--- src/sprite_video_pkg.sv ---
// sprite video types
package sprite_video_pkg;

	// ----------------------------------------------------------
	// sizes
	// ----------------------------------------------------------
	localparam int num_sprites = 8;
	localparam int num_pairs = num_sprites / 2;	// sprites share colors in pairs
	localparam int pix_width = 2;			// bits per sprite pixel
	localparam int color_width = 2 * pix_width;	// pair number over pixel, or attached
	localparam int hpos_width = 9;			// horizontal beam counter

	// per-channel serial output
	typedef struct packed {
		logic attach;				// CTL bit 7
		logic [pix_width-1:0] pix;		// B bit high, A bit low
	} spr_bits_t;

	typedef spr_bits_t [num_sprites-1:0] spr_bits_arr_t;

	// registered engine output
	typedef struct packed {
		logic [num_sprites-1:0] nsprite;	// one valid flag per sprite
		logic [color_width-1:0] color;
	} spr_pixel_t;

endpackage

--- src/sprite_regs_pkg.sv ---
// sprite register map
package sprite_regs_pkg;

	// ----------------------------------------------------------
	// bus widths
	// ----------------------------------------------------------
	localparam int axil_addr_width = 8;		// byte address
	localparam int axil_data_width = 32;
	localparam int spr_data_width = 16;		// sprite registers are 16-bit words

	// address fields, bit 0 is the byte within a word
	localparam int addr_range_msb = 7;		// must be zero for a sprite register
	localparam int addr_range_lsb = 6;
	localparam int addr_spr_msb = 5;		// sprite number
	localparam int addr_spr_lsb = 3;
	localparam int addr_sel_msb = 2;		// register within the sprite
	localparam int addr_sel_lsb = 1;

	// axi response codes
	localparam logic [1:0] resp_okay = 2'b00;
	localparam logic [1:0] resp_slverr = 2'b10;

	// register select, same order as the chip's POS/CTL/DATA/DATB
	typedef enum logic [1:0] {
		reg_pos = 2'b00,
		reg_ctl = 2'b01,
		reg_data = 2'b10,
		reg_datb = 2'b11
	} spr_reg_e;

	// one register write, as handed to the sprite bank
	typedef struct packed {
		logic valid;
		logic [addr_spr_msb-addr_spr_lsb:0] sprite;
		spr_reg_e sel;
		logic [spr_data_width-1:0] data;
	} spr_reg_wr_t;

endpackage
--- src/sprite_engine.sv ---
// sprite engine top
`timescale 1ns/10ps

module sprite_engine
	import sprite_regs_pkg::*;
	import sprite_video_pkg::*;
(
	input logic clk,
	input logic reset,
	input logic [hpos_width-1:0] hpos,		// beam counter from outside
	input logic sprena,
	// axi4-lite slave
	input logic [axil_addr_width-1:0] awaddr,
	input logic awvalid,
	output logic awready,
	input logic [axil_data_width-1:0] wdata,
	input logic [axil_data_width/8-1:0] wstrb,
	input logic wvalid,
	output logic wready,
	output logic [1:0] bresp,
	output logic bvalid,
	input logic bready,
	input logic [axil_addr_width-1:0] araddr,
	input logic arvalid,
	output logic arready,
	output logic [axil_data_width-1:0] rdata,
	output logic [1:0] rresp,
	output logic rvalid,
	input logic rready,
	// video out
	output spr_pixel_t pixel
);

spr_reg_wr_t reg_wr;		// port to bank
spr_bits_arr_t spr_bits;	// bank to priority

// ----------------------------------------------------------
// host side
// ----------------------------------------------------------

axil_sprite_port u_port
(
	.clk(clk),
	.reset(reset),
	.awaddr(awaddr),
	.awvalid(awvalid),
	.awready(awready),
	.wdata(wdata),
	.wstrb(wstrb),
	.wvalid(wvalid),
	.wready(wready),
	.bresp(bresp),
	.bvalid(bvalid),
	.bready(bready),
	.araddr(araddr),
	.arvalid(arvalid),
	.arready(arready),
	.rdata(rdata),
	.rresp(rresp),
	.rvalid(rvalid),
	.rready(rready),
	.reg_wr(reg_wr)
);

// ----------------------------------------------------------
// sprites and output
// ----------------------------------------------------------

sprite_bank u_bank
(
	.clk(clk),
	.reset(reset),
	.reg_wr(reg_wr),
	.hpos(hpos),
	.spr_bits(spr_bits)
);

sprite_priority u_prio
(
	.clk(clk),
	.reset(reset),
	.sprena(sprena),
	.spr_bits(spr_bits),
	.pixel(pixel)		// registered
);

endmodule

--- src/sprite_priority.sv ---
// sprite priority and color decode
`timescale 1ns/10ps

module sprite_priority
	import sprite_video_pkg::*;
(
	input logic clk,
	input logic reset,
	input logic sprena,				// sprite dma enable
	input spr_bits_arr_t spr_bits,
	output spr_pixel_t pixel
);

logic [num_sprites-1:0] nsprite;	// nonzero pixel per sprite
logic [color_width-1:0] color;

// ----------------------------------------------------------
// valid flags
// ----------------------------------------------------------

always_comb
begin
	for (int i = 0; i < num_sprites; i++)
		nsprite[i] = sprena && spr_bits[i].pix != '0;	// 00 is transparent
end

// ----------------------------------------------------------
// pair priority and color
// ----------------------------------------------------------

// highest pair first so that the lowest pair overwrites
always_comb
begin
	spr_bits_t even_spr;
	spr_bits_t odd_spr;

	color = '0;		// nothing visible
	even_spr = '0;
	odd_spr = '0;
	for (int p = num_pairs - 1; p >= 0; p--)
	begin
		if (nsprite[2*p +: 2] != 2'b00)
		begin
			even_spr = spr_bits[2*p];
			odd_spr = spr_bits[2*p+1];
			if (odd_spr.attach)		// attached pair, 15 colors
				color = {odd_spr.pix, even_spr.pix};
			else if (nsprite[2*p])		// even sprite in front
				color = {pix_width'(p), even_spr.pix};
			else
				color = {pix_width'(p), odd_spr.pix};
		end
	end
end

// ----------------------------------------------------------
// output register
// ----------------------------------------------------------

always_ff @(posedge clk)
	if (reset)
		pixel <= '0;
	else
	begin
		pixel.nsprite <= nsprite;
		pixel.color <= color;
	end

endmodule

--- src/sprite_bank.sv ---
// bank of eight sprite channels
`timescale 1ns/10ps

module sprite_bank
	import sprite_regs_pkg::*;
	import sprite_video_pkg::*;
(
	input logic clk,
	input logic reset,
	input spr_reg_wr_t reg_wr,			// one write per strobe
	input logic [hpos_width-1:0] hpos,
	output spr_bits_arr_t spr_bits
);

logic [num_sprites-1:0] wr_en;		// per-channel write enable

// ----------------------------------------------------------
// sprite number decode and channels
// ----------------------------------------------------------

genvar i;
generate
	for (i = 0; i < num_sprites; i++)
	begin : g_chan
		// only the addressed sprite sees the write
		assign wr_en[i] = reg_wr.valid &&
			reg_wr.sprite == ($bits(reg_wr.sprite))'(i);

		sprite_channel u_chan
		(
			.clk(clk),
			.reset(reset),
			.wr_en(wr_en[i]),
			.sel(reg_wr.sel),		// shared select
			.data(reg_wr.data),		// shared data word
			.hpos(hpos),
			.bits(spr_bits[i])
		);
	end
endgenerate

endmodule

--- src/sprite_channel.sv ---
// single sprite serializer
`timescale 1ns/10ps

module sprite_channel
	import sprite_regs_pkg::*;
	import sprite_video_pkg::*;
(
	input logic clk,
	input logic reset,
	input logic wr_en,				// register write for this sprite
	input spr_reg_e sel,
	input logic [spr_data_width-1:0] data,
	input logic [hpos_width-1:0] hpos,		// beam position
	output spr_bits_t bits
);

logic [hpos_width-1:0] hstart;		// horizontal start
logic [spr_data_width-1:0] datla;	// DATA word
logic [spr_data_width-1:0] datlb;	// DATB word
logic [spr_data_width-1:0] shifta;
logic [spr_data_width-1:0] shiftb;
logic armed;
logic attach;
logic load;				// start match seen
logic load_del;				// one cycle later, loads the shifters

// ----------------------------------------------------------
// registers
// ----------------------------------------------------------

always_ff @(posedge clk)
	if (wr_en && sel == reg_pos)
		hstart[hpos_width-1:1] <= data[hpos_width-2:0];	// POS bits 7:0
	else if (wr_en && sel == reg_ctl)
		hstart[0] <= data[0];				// low bit lives in CTL

always_ff @(posedge clk)
	if (reset)
		attach <= 1'b0;
	else if (wr_en && sel == reg_ctl)
		attach <= data[7];

always_ff @(posedge clk)
	if (wr_en && sel == reg_data)
		datla <= data;

always_ff @(posedge clk)
	if (wr_en && sel == reg_datb)
		datlb <= data;

// CTL write disarms, DATA write arms
always_ff @(posedge clk)
	if (reset)
		armed <= 1'b0;
	else if (wr_en && sel == reg_ctl)
		armed <= 1'b0;
	else if (wr_en && sel == reg_data)
		armed <= 1'b1;

// ----------------------------------------------------------
// start and shift
// ----------------------------------------------------------

// stays armed, fires again on every match
always_ff @(posedge clk)
	if (reset)
	begin
		load <= 1'b0;
		load_del <= 1'b0;
	end
	else
	begin
		load <= armed && hpos == hstart;
		load_del <= load;
	end

always_ff @(posedge clk)
	if (reset)
	begin
		shifta <= '0;
		shiftb <= '0;
	end
	else if (load_del)	// take the latched words
	begin
		shifta <= datla;
		shiftb <= datlb;
	end
	else			// msb first, zeros behind
	begin
		shifta <= {shifta[spr_data_width-2:0], 1'b0};
		shiftb <= {shiftb[spr_data_width-2:0], 1'b0};
	end

always_comb
begin
	bits.attach = attach;
	bits.pix = {shiftb[spr_data_width-1], shifta[spr_data_width-1]};
end

endmodule

--- src/axil_sprite_port.sv ---
// axi4-lite sprite register port
`timescale 1ns/10ps

module axil_sprite_port
	import sprite_regs_pkg::*;
(
	input logic clk,
	input logic reset,
	// write address and data
	input logic [axil_addr_width-1:0] awaddr,
	input logic awvalid,
	output logic awready,
	input logic [axil_data_width-1:0] wdata,
	input logic [axil_data_width/8-1:0] wstrb,	// whole words only, not looked at
	input logic wvalid,
	output logic wready,
	// write response
	output logic [1:0] bresp,
	output logic bvalid,
	input logic bready,
	// read channel, registers are write-only
	input logic [axil_addr_width-1:0] araddr,
	input logic arvalid,
	output logic arready,
	output logic [axil_data_width-1:0] rdata,
	output logic [1:0] rresp,
	output logic rvalid,
	input logic rready,
	// register write strobe to the bank
	output spr_reg_wr_t reg_wr
);

typedef enum logic {
	wr_idle,
	wr_resp
} wr_state_e;

typedef enum logic {
	rd_idle,
	rd_resp
} rd_state_e;

wr_state_e wr_state;
rd_state_e rd_state;

logic wr_accept;		// address and data taken this cycle
logic wr_in_range;		// address hits a sprite register
logic wr_valid;			// registered strobe
logic [addr_spr_msb-addr_spr_lsb:0] wr_sprite;
spr_reg_e wr_sel;
logic [spr_data_width-1:0] wr_data;

// ----------------------------------------------------------
// write channel
// ----------------------------------------------------------

// both channels together, never while a response waits
assign wr_accept = wr_state == wr_idle && awvalid && wvalid;
assign wr_in_range = awaddr[addr_range_msb:addr_range_lsb] == '0;

assign awready = wr_accept;
assign wready = wr_accept;
assign bvalid = wr_state == wr_resp;

always_ff @(posedge clk)
	if (reset)
		wr_state <= wr_idle;
	else
	begin
		case (wr_state)
			wr_idle:
				if (wr_accept)
					wr_state <= wr_resp;
			wr_resp:
				if (bready)		// response taken
					wr_state <= wr_idle;
			default:
				wr_state <= wr_idle;
		endcase
	end

// strobe lasts one cycle, only for in-range writes
always_ff @(posedge clk)
	if (reset)
		wr_valid <= 1'b0;
	else
		wr_valid <= wr_accept && wr_in_range;

// split the address, keep the low half of wdata
always_ff @(posedge clk)
	if (wr_accept)
	begin
		wr_sprite <= awaddr[addr_spr_msb:addr_spr_lsb];
		wr_sel <= spr_reg_e'(awaddr[addr_sel_msb:addr_sel_lsb]);
		wr_data <= wdata[spr_data_width-1:0];
		bresp <= wr_in_range ? resp_okay : resp_slverr;	// held with bvalid
	end

always_comb
begin
	reg_wr.valid = wr_valid;
	reg_wr.sprite = wr_sprite;
	reg_wr.sel = wr_sel;
	reg_wr.data = wr_data;
end

// ----------------------------------------------------------
// read channel
// ----------------------------------------------------------

// every read is refused, araddr does not matter
assign arready = rd_state == rd_idle && arvalid;
assign rvalid = rd_state == rd_resp;
assign rdata = '0;
assign rresp = resp_slverr;

always_ff @(posedge clk)
	if (reset)
		rd_state <= rd_idle;
	else
	begin
		case (rd_state)
			rd_idle:
				if (arvalid)
					rd_state <= rd_resp;
			rd_resp:
				if (rready)
					rd_state <= rd_idle;
			default:
				rd_state <= rd_idle;
		endcase
	end

endmodule

--- config.mk ---
export PLATFORM = sky130hd
export DESIGN_NAME = sprite_engine
export DESIGN_NICKNAME = d
export VERILOG_FILES = /design/src/sprite_video_pkg.sv /design/src/sprite_regs_pkg.sv /design/src/sprite_engine.sv /design/src/sprite_priority.sv /design/src/sprite_bank.sv /design/src/sprite_channel.sv /design/src/axil_sprite_port.sv
export SDC_FILE = /design/constraint.sdc
export NUM_CORES = 1
export LEC_CHECK = 0
export BUFFER_PORTS_ARGS = -buffer_cell sky130_fd_sc_hd__buf_2
export CORE_UTILIZATION = 40
export CTS_CLUSTER_DIAMETER = 120
export CTS_CLUSTER_SIZE = 30
export DETAILED_ROUTE_END_ITERATION = 10
export PLACE_DENSITY = 0.57
export SYNTH_ARGS = -nofsm -noshare
export SYNTH_HDL_FRONTEND = slang
export SYNTH_SLANG_ARGS = --single-unit
--- constraint.sdc ---
create_clock -name clk -period 3.1 [get_ports clk]
set_clock_uncertainty 0.1 [all_clocks]
set_input_delay 0.62 -clock clk [delete_from_list [all_inputs] [get_ports clk]]
set_output_delay 0.62 -clock clk [all_outputs]
set_load 0.02 [all_outputs]
==> summary.md, run 1 <==
| Metric | Value |
|---|---|
| GRT overflow | `0` |
| Vias in the first global route | `10873` |
| Clock root cell | `clkbuf_16` |
| Pleak | `7.72 nW` |
| Endpoints failing setup | `0` |
| Area share of fa/ha/maj cells after synthesis | `0` |
| DRC viols | `0` |
| Avg WL per Cell | `18.9 um` |
| WL met3 | `1360 um` |
| CTS tree | `done` |
| Fraction of layout cells with a size suffix above 1 | `0.0871` |
| Synth Flop Type | `edfxtp_1` |
| Die area | `0.0563 sq mm` |
| Synth Area in Simple Gates | `0.0776` |
| IO Port Bufs | `57` |
| Antenna violations before repair | `1` |
| Post-DRT Antenna Nets | `0` |
| CP max FO | `6` |
| Setup TNS | `0 ns` |
| Final slew viol count | `0` |
| Synth Area in XOR/XNOR | `0.0285` |
| Total track usage | `0.154` |
| Via count | `11172` |
| Wire length on met1 | `20600 um` |
| PwrDens | `563 mW/mm^2` |
| Seq/Total Area, Yosys | `0.745` |
| Slew margin rel. | `0.280` |
| Global-route wire length before repair | `66000 um` |
| Wire length on met2 | `20100 um` |
| Count of distinct cell types in the synthesized netlist | `43` |
| Critical Setup Path Class | `flip-flop to output port` |
| Gates resized, CTS repair | `0` |
| Core Area | `0.0542 sq mm` |
| Post-place setup slack | `0.773 ns` |
| Critical path launch point type | `flip-flop` |
| RSZ-0062 raised after global routing | `false` |
| Die W | `237 um` |
| Pin count of the biggest net entering global routing | `76` |
| Post-synthesis mux area share | `0.108` |
| Post-synth EDFFs | `350` |
| Final #Nets | `1636` |
| Max Cap Viol | `0` |
| Critical Path RT | `2.38 ns` |
| Clk sink count | `649` |
| #FFs+latches synth | `649` |
| Initial DRC Count | `629` |
| Worst EP arrival | `1.82 ns` |
| Max Clock Freq | `394 MHz` |
| Clk slew on worst S/H paths | `0.11 ns` |
| Clk Latency, worst-skew pair | `0.60 ns` |
| Synth top area cells | `edfxtp_1 (47%), dfxtp_1 (27%), mux2i_1 (11%)` |
| Synthesis warning total | `0` |
| Synth Instances | `1524` |
| Syn Std Cell Area | `0.0222 sq mm` |
| IO Count | `122` |
| Setup Buffers After CTS | `0` |
| Synth Area in Compound Gates | `0.0124` |
| Routed vias/inst | `4.90` |
| Post-synth ARST share | `0` |
| 1st-pass router iterations | `7` |
| Final critical-path setup slack | `0.564 ns` |
| Synthesis-to-finish area growth | `7.87%` |
| FP Rows | `85` |
| Top cells by count, synth | `edfxtp_1 (350), nor2_1 (303), dfxtp_1 (299)` |
| Hold Fails Final Rpt | `0` |
| Top sig layer | `met4` |
| Most frequent cell after synthesis | `edfxtp_1` |
| Post-synthesis area per instance | `14.5 sq um` |
| Tightest Pin Transition | `1.08 ns` |
| Worst Hold Class | `input pin to flip-flop` |
| Tmin final | `2.54 ns` |
| Worst ir drop on vdd | `0.476 mV` |
| Status | `finished, final reports clean` |
| TritonCTS buffer count | `25` |
| Post-synth top area cell | `edfxtp_1` |
| Clk buf depth | `3` |
| Starting Density | `0.408` |
| Htree depth | `1` |
| Area share of the largest cell type after synthesis | `0.474` |
| CP Capture Type | `output port` |
| Post-CTS Hold Buffers | `0` |
| Die Ht | `237 um` |
| WL final | `43100 um` |
| Largest family of logic cells by synthesized area | `multiplexers` |
| Final Wtd Congestion | `0.742` |
| Final worst-path cycle share | `0.818` |
| Post-DP HPWL | `24000 um` |
placed cells by master (no fill, tap or decap), drive strengths merged, types with 16 or more instances in the layout:
cell	count
mux2i	240
xnor2	43
and3	16
edfxtp	350
nor2	303
nand4	17
buf	96
dfxtp	299
clkbuf	44
xor2	29
conb	35
critical path, cell delays in order, from the launching register on:
cell and delay, ns:
dfxtp_1 0.33, or2_2 0.31, inv_1 0.32, buf_2 0.25
layer usage:
layer,vias to the layer above,GRT usage
li1,5308,-
met1,5619,0.218
met2,205,0.251
met3,40,0.0168
met4,0,0.0393
met5,-,0
cell type report:
class	count	area (sq um)
fill	4879	30300
sequential	649	16500
multi-input combinational	786	5160
tap	696	871
clock buffer	43	703
timing repair buffer	97	607
inverter	8	30.0
clock inverter	2	20.0
antenna	1	2.50
report_power, final:
part | switching (mW) | total (mW) | internal, mW
logic | 0.258 | 0.333 | 0.0745
clock network | 2.47 | 4.05 | 1.58
registers | 0.0403 | 9.08 | 9.04
worst paths after layout:
path                           startpoint                                end  slack (ns)  cells past startpoint
max reg2reg           u_port.wr_sprite[1]  u_bank.g_chan[0].u_chan.hstart[6]        0.96                      2
min                              wdata[0]                  u_port.wr_data[0]        0.08                      1
min reg2reg  u_bank.g_chan[7].u_chan.load   u_bank.g_chan[7].u_chan.load_del        0.34                      1
max                         u_port.bvalid                             wready        0.56                      3
cell families after synthesis:
group | after synthesis
DFF | 649
and+or+nand+nor | 398
muxes | 240
buffers and inverters | 122
xor gates and xnor gates | 72
AOI/OAI and AO/OA | 41
other | 2
per-stage QoR:
step           instance area (sq um)   util  hold slack [ns]  power (mW)  std cells
6_report                       23900  0.441           0.0841        13.5       2282
5_1_grt                        23900  0.441           0.0526        13.9       2281
4_1_cts                        23900  0.441           0.0530        13.6       2281
3_5_place_dp                   23200  0.427            0.323        9.62       2236
3_3_place_gp                   23200  0.427            0.318        9.62       2236
2_1_floorplan                  22300      -            0.314        9.48       1557
registers in the layout, indices dropped and copies added, names as in the netlist:
name,flops
u_bank.g_chan.u_chan.datla,128
u_bank.g_chan.u_chan.hstart,72
u_bank.g_chan.u_chan.attach,4
u_port.bresp,1
u_port.bvalid,1
u_port.wr_valid,1
u_port.wr_sprite,3
u_prio.pixel,12
u_bank.g_chan.u_chan.load,8
u_bank.g_chan.u_chan.armed,8
u_bank.g_chan.u_chan.load_del,8
u_bank.g_chan.u_chan.shifta,128
u_port.rvalid,1
u_bank.g_chan.u_chan.datlb,128
u_bank.g_chan.u_chan.shiftb,128
u_port.wr_sel,2
u_port.wr_data,16
No activity file was read; power rests on OpenSTA's default activity.
==> run 2: changes to the inputs <==
- clock period: 3.1 -> 2.6 ns (I/O delays scaled with it)
==> run 2 against run 1 <==
- worst hold slack got worse by 0.035 ns
- register-to-register slack worse by 0.54 ns
- critical path depth is the same
- critical endpoint unchanged
- worst setup slack lost 0.38 ns
- flip-flop and latch count unchanged
==> summary.md, run 2 (synthesis gave the netlist of run 1 again) <==
| Metric | Value |
|---|---|
| Status | `finished, final reports clean` |
| Seq pwr share | `0.675` |
| Final non-filler cell total | `2319` |
| Clk pwr share | `0.298` |
| CP Capture Type | `output port` |
| RSZ-0062 raised after global routing | `false` |
| Post-place setup slack | `0.450 ns` |
| GRT overflow | `0` |
| Worst r2r src | `u_port.wr_sprite[1]` |
| Final Wtd Congestion | `0.722` |
| DRC viols | `0` |
| Clk buf depth | `3` |
| IO Count | `122` |
| Post-CTS Hold Buffers | `21` |
| Internal | `12.8 mW` |
| WL final | `43100 um` |
| Combinational share of power | `0.028` |
| Post-DP HPWL | `24500 um` |
| Via count | `11271` |
| Worst EP arrival | `1.80 ns` |
| Max stage delay on crit path | `0.34 ns` |
| Hold Fails Final Rpt | `0` |
| Endpoints failing setup | `0` |
| Clock root cell | `clkbuf_16` |
| Avg WL per Cell | `18.6 um` |
| Hold_sp | `wdata[15]` |
| Placement Cell Area | `0.0233 sq mm` |
| Max Clock Freq | `413 MHz` |
| Antenna violations before repair | `3` |
| Initial DRC Count | `775` |
| Global-route wire length before repair | `65900 um` |
| Layout Utilization | `0.447` |
| Tmin final | `2.42 ns` |
| Critical Path RT | `1.98 ns` |
| 1st-pass router iterations | `4` |
| Htree depth | `1` |
| Synthesis-to-finish area growth | `9.47%` |
| Starting Density | `0.408` |
| FP Rows | `85` |
| Die area | `0.0563 sq mm` |
| Vias in the first global route | `11074` |
| Final slew viol count | `0` |
| TritonCTS buffer count | `25` |
| IO Port Bufs | `57` |
| Critical path launch point type | `flip-flop` |
| Sw Share | `0.204` |
| Die W | `237 um` |
| Finished Cell Area | `0.0243 sq mm` |
| Commonest non-fill, non-tap cell in the layout | `edfxtp_1` |
| Setup Buffers After CTS | `0` |
| Final critical-path setup slack | `0.181 ns` |
| Max Cap Viol | `0` |
| Sw power | `3.27 mW` |
| Die Ht | `237 um` |
| Clk slew on worst S/H paths | `0.11 ns` |
| CP max-delay cell | `dfxtp_1` |
| PwrDens | `661 mW/mm^2` |
| Slew margin rel. | `0.364` |
| Routed vias/inst | `4.86` |
| CP max FO | `5` |
| Total track usage | `0.153` |
| Gates resized, CTS repair | `0` |
| Crit. Startpoint | `u_port.bvalid` |
| Final #Nets | `1669` |
| Core Area | `0.0542 sq mm` |
| WP buf/inv | `2` |
| Fraction of layout cells with a size suffix above 1 | `0.0921` |
| Pleak | `7.89 nW` |
| CTS tree | `done` |
| Pin count of the biggest net entering global routing | `86` |
| Post-DRT Antenna Nets | `0` |
| Clk Latency, worst-skew pair | `0.59 ns` |
| Worst ir drop on vdd | `0.512 mV` |
| Critical Setup Path Class | `flip-flop to output port` |
| Final worst-path cycle share | `0.930` |
| Most frequent cells in the layout | `edfxtp_1 (350), nor2_1 (303), dfxtp_1 (291)` |
| Clk sink count | `649` |
| Tightest Pin Transition | `0.954 ns` |
| Setup TNS | `0 ns` |
| Worst Hold Class | `input pin to flip-flop` |
| Placed Instances | `2248` |
| CP delay by family, top | `buffers and inverters` |
| Crit-path cells | `or2_2 -> inv_1 -> buf_2` |
-- run 2: path summary, 6_finish.rpt --
kind | cells past startpoint | end | slack, ns
worst max register to register | 2 | u_bank.g_chan[0].u_chan.hstart[8] | 0.42
worst max-delay path | 3 | wready | 0.18
worst min-delay path | 1 | u_port.wr_data[15] | 0.05
worst min register to register | 1 | u_bank.g_chan[7].u_chan.load_del | 0.34
-- run 2: layout make-up --
class | count | area, sq um
well taps | 696 | 871
multi-input cells | 786 | 5160
fillers | 4842 | 30000
clock inverters | 2 | 25.0
clock buffers | 42 | 689
repair buffers | 130 | 957
diodes | 6 | 15.0
flip-flops and latches | 649 | 16500
inverters | 8 | 30.0
-- run 2: routing by layer --
| metal | wire (um) | global-route usage | vias up |
|---|---|---|---|
| met5 | 0 | 0 | - |
| met4 | 788 | 0.0338 | 0 |
| met3 | 1260 | 0.0152 | 37 |
| met2 | 20800 | 0.259 | 191 |
| met1 | 20200 | 0.215 | 5651 |
| li1 | - | - | 5392 |
-- run 2: power groups by stage --
| stage | sequential [mW] | combinational [mW] | clock [mW] |
|---|---|---|---|
| after global routing | 10.8 | 0.478 | 5.29 |
| after CTS | 10.8 | 0.452 | 4.97 |
| after global placement | 11.0 | 0.427 | 0 |
| after detailed placement | 11.0 | 0.427 | 0 |
| after floorplan | 11.1 | 0.246 | 0 |
| final | 10.8 | 0.444 | 4.77 |
-- run 2: worst register-to-register path, stage by stage, from the launching register on --
cell	delay, ns
edfxtp_1	0.51
or4b_1	0.67
nor2_1	0.55
-- run 2: metrics by stage --
| step | total power [mW] | hold slack, ns |
|---|---|---|
| 2_1_floorplan | 11.3 | 0.314 |
| 3_3_place_gp | 11.5 | 0.319 |
| 3_5_place_dp | 11.5 | 0.328 |
| 4_1_cts | 16.2 | 0.0277 |
| 5_1_grt | 16.6 | 0.0188 |
| 6_report | 16.0 | 0.0487 |
==> run 3: changes to the inputs <==
- CORE_ASPECT_RATIO: not set -> 1.5
==> run 3 against run 2 <==
- count of clock-buffer cells in the layout grew 2
- utilization shrank 0.40 points
- combinational power grew 2%
- maximum frequency grew 1.4%
- routed wire length grew 1.8%
- critical path type unchanged
- largest power group unchanged
==> summary.md, run 3 (synthesis gave the netlist of run 1 again) <==
| Metric | Value |
|---|---|
| Placed Instances | `2243` |
| Clk buf depth | `3` |
| IO Count | `122` |
| Post-DP HPWL | `24600 um` |
| Antenna cell count | `0` |
| Internal | `12.8 mW` |
| Final slew viol count | `0` |
| Starting Density | `0.405` |
| Final Wtd Congestion | `0.722` |
| Die Ht | `290 um` |
| Final worst-path cycle share | `0.917` |
| CTS tree | `done` |
| DRC viols | `0` |
| Critical path launch point type | `flip-flop` |
| Most frequent cells in the layout | `edfxtp_1 (350), nor2_1 (303), dfxtp_1 (291)` |
| RSZ-0062 raised after global routing | `false` |
| Crit-path cells | `or2_2 -> inv_1 -> buf_2` |
| Total track usage | `0.156` |
| Post-CTS Hold Buffers | `19` |
| CP delay by family, top | `buffers and inverters` |
| Pin count of the biggest net entering global routing | `115` |
| Clk pwr share | `0.300` |
| Hold Fails Final Rpt | `0` |
| Critical Setup Path Class | `flip-flop to output port` |
| Critical Path RT | `1.98 ns` |
| WP buf/inv | `2` |
| 1st-pass router iterations | `4` |
| Hold_sp | `wdata[14]` |
| Slew margin rel. | `0.427` |
| Clk sink count | `649` |
| Antenna violations before repair | `3` |
| Combinational share of power | `0.028` |
| Setup TNS | `0 ns` |
| Post-place setup slack | `0.445 ns` |
| Core Area | `0.0547 sq mm` |
| Avg WL per Cell | `19.0 um` |
| Routed vias/inst | `4.92` |
| Layout Utilization | `0.443` |
| Worst ir drop on vdd | `0.473 mV` |
| Die area | `0.0563 sq mm` |
| Clk Latency, worst-skew pair | `0.59 ns` |
| Sw Share | `0.206` |
| FILL cells | `4911` |
| Sw power | `3.31 mW` |
| Tightest Pin Transition | `0.859 ns` |
| Clk slew on worst S/H paths | `0.11 ns` |
| Max stage delay on crit path | `0.35 ns` |
| Final non-filler cell total | `2308` |
| Seq pwr share | `0.672` |
| IO Port Bufs | `57` |
| Clock root cell | `clkbuf_16` |
| Max Cap Viol | `0` |
| CP max FO | `10` |
| Worst EP arrival | `1.77 ns` |
| CP Capture Type | `output port` |
| Post-DRT Antenna Nets | `0` |
| Via count | `11344` |
| Setup Buffers After CTS | `0` |
| Final #Nets | `1663` |
| Global-route wire length before repair | `66900 um` |
| Commonest non-fill, non-tap cell in the layout | `edfxtp_1` |
| Status | `finished, final reports clean` |
| TritonCTS buffer count | `25` |
| Pleak | `7.86 nW` |
| Crit. Startpoint | `u_port.bvalid` |
| Synthesis-to-finish area growth | `9.31%` |
| Htree depth | `1` |
| Die W | `194 um` |
| Max Clock Freq | `419 MHz` |
| Vias in the first global route | `11319` |
| Worst Hold Class | `input pin to flip-flop` |
| Endpoints failing setup | `0` |
| Initial DRC Count | `672` |
| Tmin final | `2.39 ns` |
| WL final | `43900 um` |
| Final Power | `16.1 mW` |
| CP max-delay cell | `dfxtp_1` |
| Final critical-path setup slack | `0.215 ns` |
| Fraction of layout cells with a size suffix above 1 | `0.0899` |
| Worst r2r src | `u_port.wr_sprite[1]` |
| FP Rows | `105` |
| GRT overflow | `0` |
| Gates resized, CTS repair | `0` |
| PwrDens | `664 mW/mm^2` |
[run 3: cell type report]
cell class / instances / area, sq um / area share
multi-input combinational: 786 / 5160 / 0.213
tap: 695 / 870 / 0.0359
clock buffer: 44 / 697 / 0.0288
inverter: 8 / 30.0 / 0.00124
timing repair buffer: 124 / 932 / 0.0385
sequential: 649 / 16500 / 0.682
clock inverter: 2 / 25.0 / 0.00103
[run 3: power by group through the flow]
stage,clock network (mW),logic (mW),registers (mW)
finish,4.82,0.455,10.8
floorplan,0,0.246,11.1
global route,5.36,0.487,10.8
CTS,4.99,0.469,10.8
global placement,0,0.443,11.0
detailed placement,0,0.446,11.0
[run 3: per-stage QoR]
stage	hold WS [ns]	area, sq um
after global placement	0.321	23300
after CTS	0.0156	24200
after global routing	0.0149	24200
after floorplan	0.314	22300
after detailed placement	0.323	23300
final	0.0381	24200
[run 3: path summary, 6_finish.rpt]
| path | endpoint | slack, ns | depth (start not counted) |
|---|---|---|---|
| worst min register to register | u_bank.g_chan[4].u_chan.load_del | 0.34 | 1 |
| worst max-delay path | wready | 0.21 | 3 |
| worst max register to register | u_bank.g_chan[0].u_chan.hstart[7] | 0.35 | 2 |
| worst min-delay path | u_port.wr_data[14] | 0.04 | 1 |
[run 3: worst register-to-register path, stage by stage (launching register included)]
cell and delay, ns:
edfxtp_1 0.50, or4b_1 0.67, nor2_1 0.60
[run 3: metal layers]
metal,share of wire,vias to the layer above,wire length [um],global-route usage
met4,0.018,0,806,0.0410
met2,0.52,200,22800,0.287
met1,0.43,5738,19100,0.193
met3,0.027,47,1190,0.0152
li1,-,5359,-,-
met5,0,-,0,0
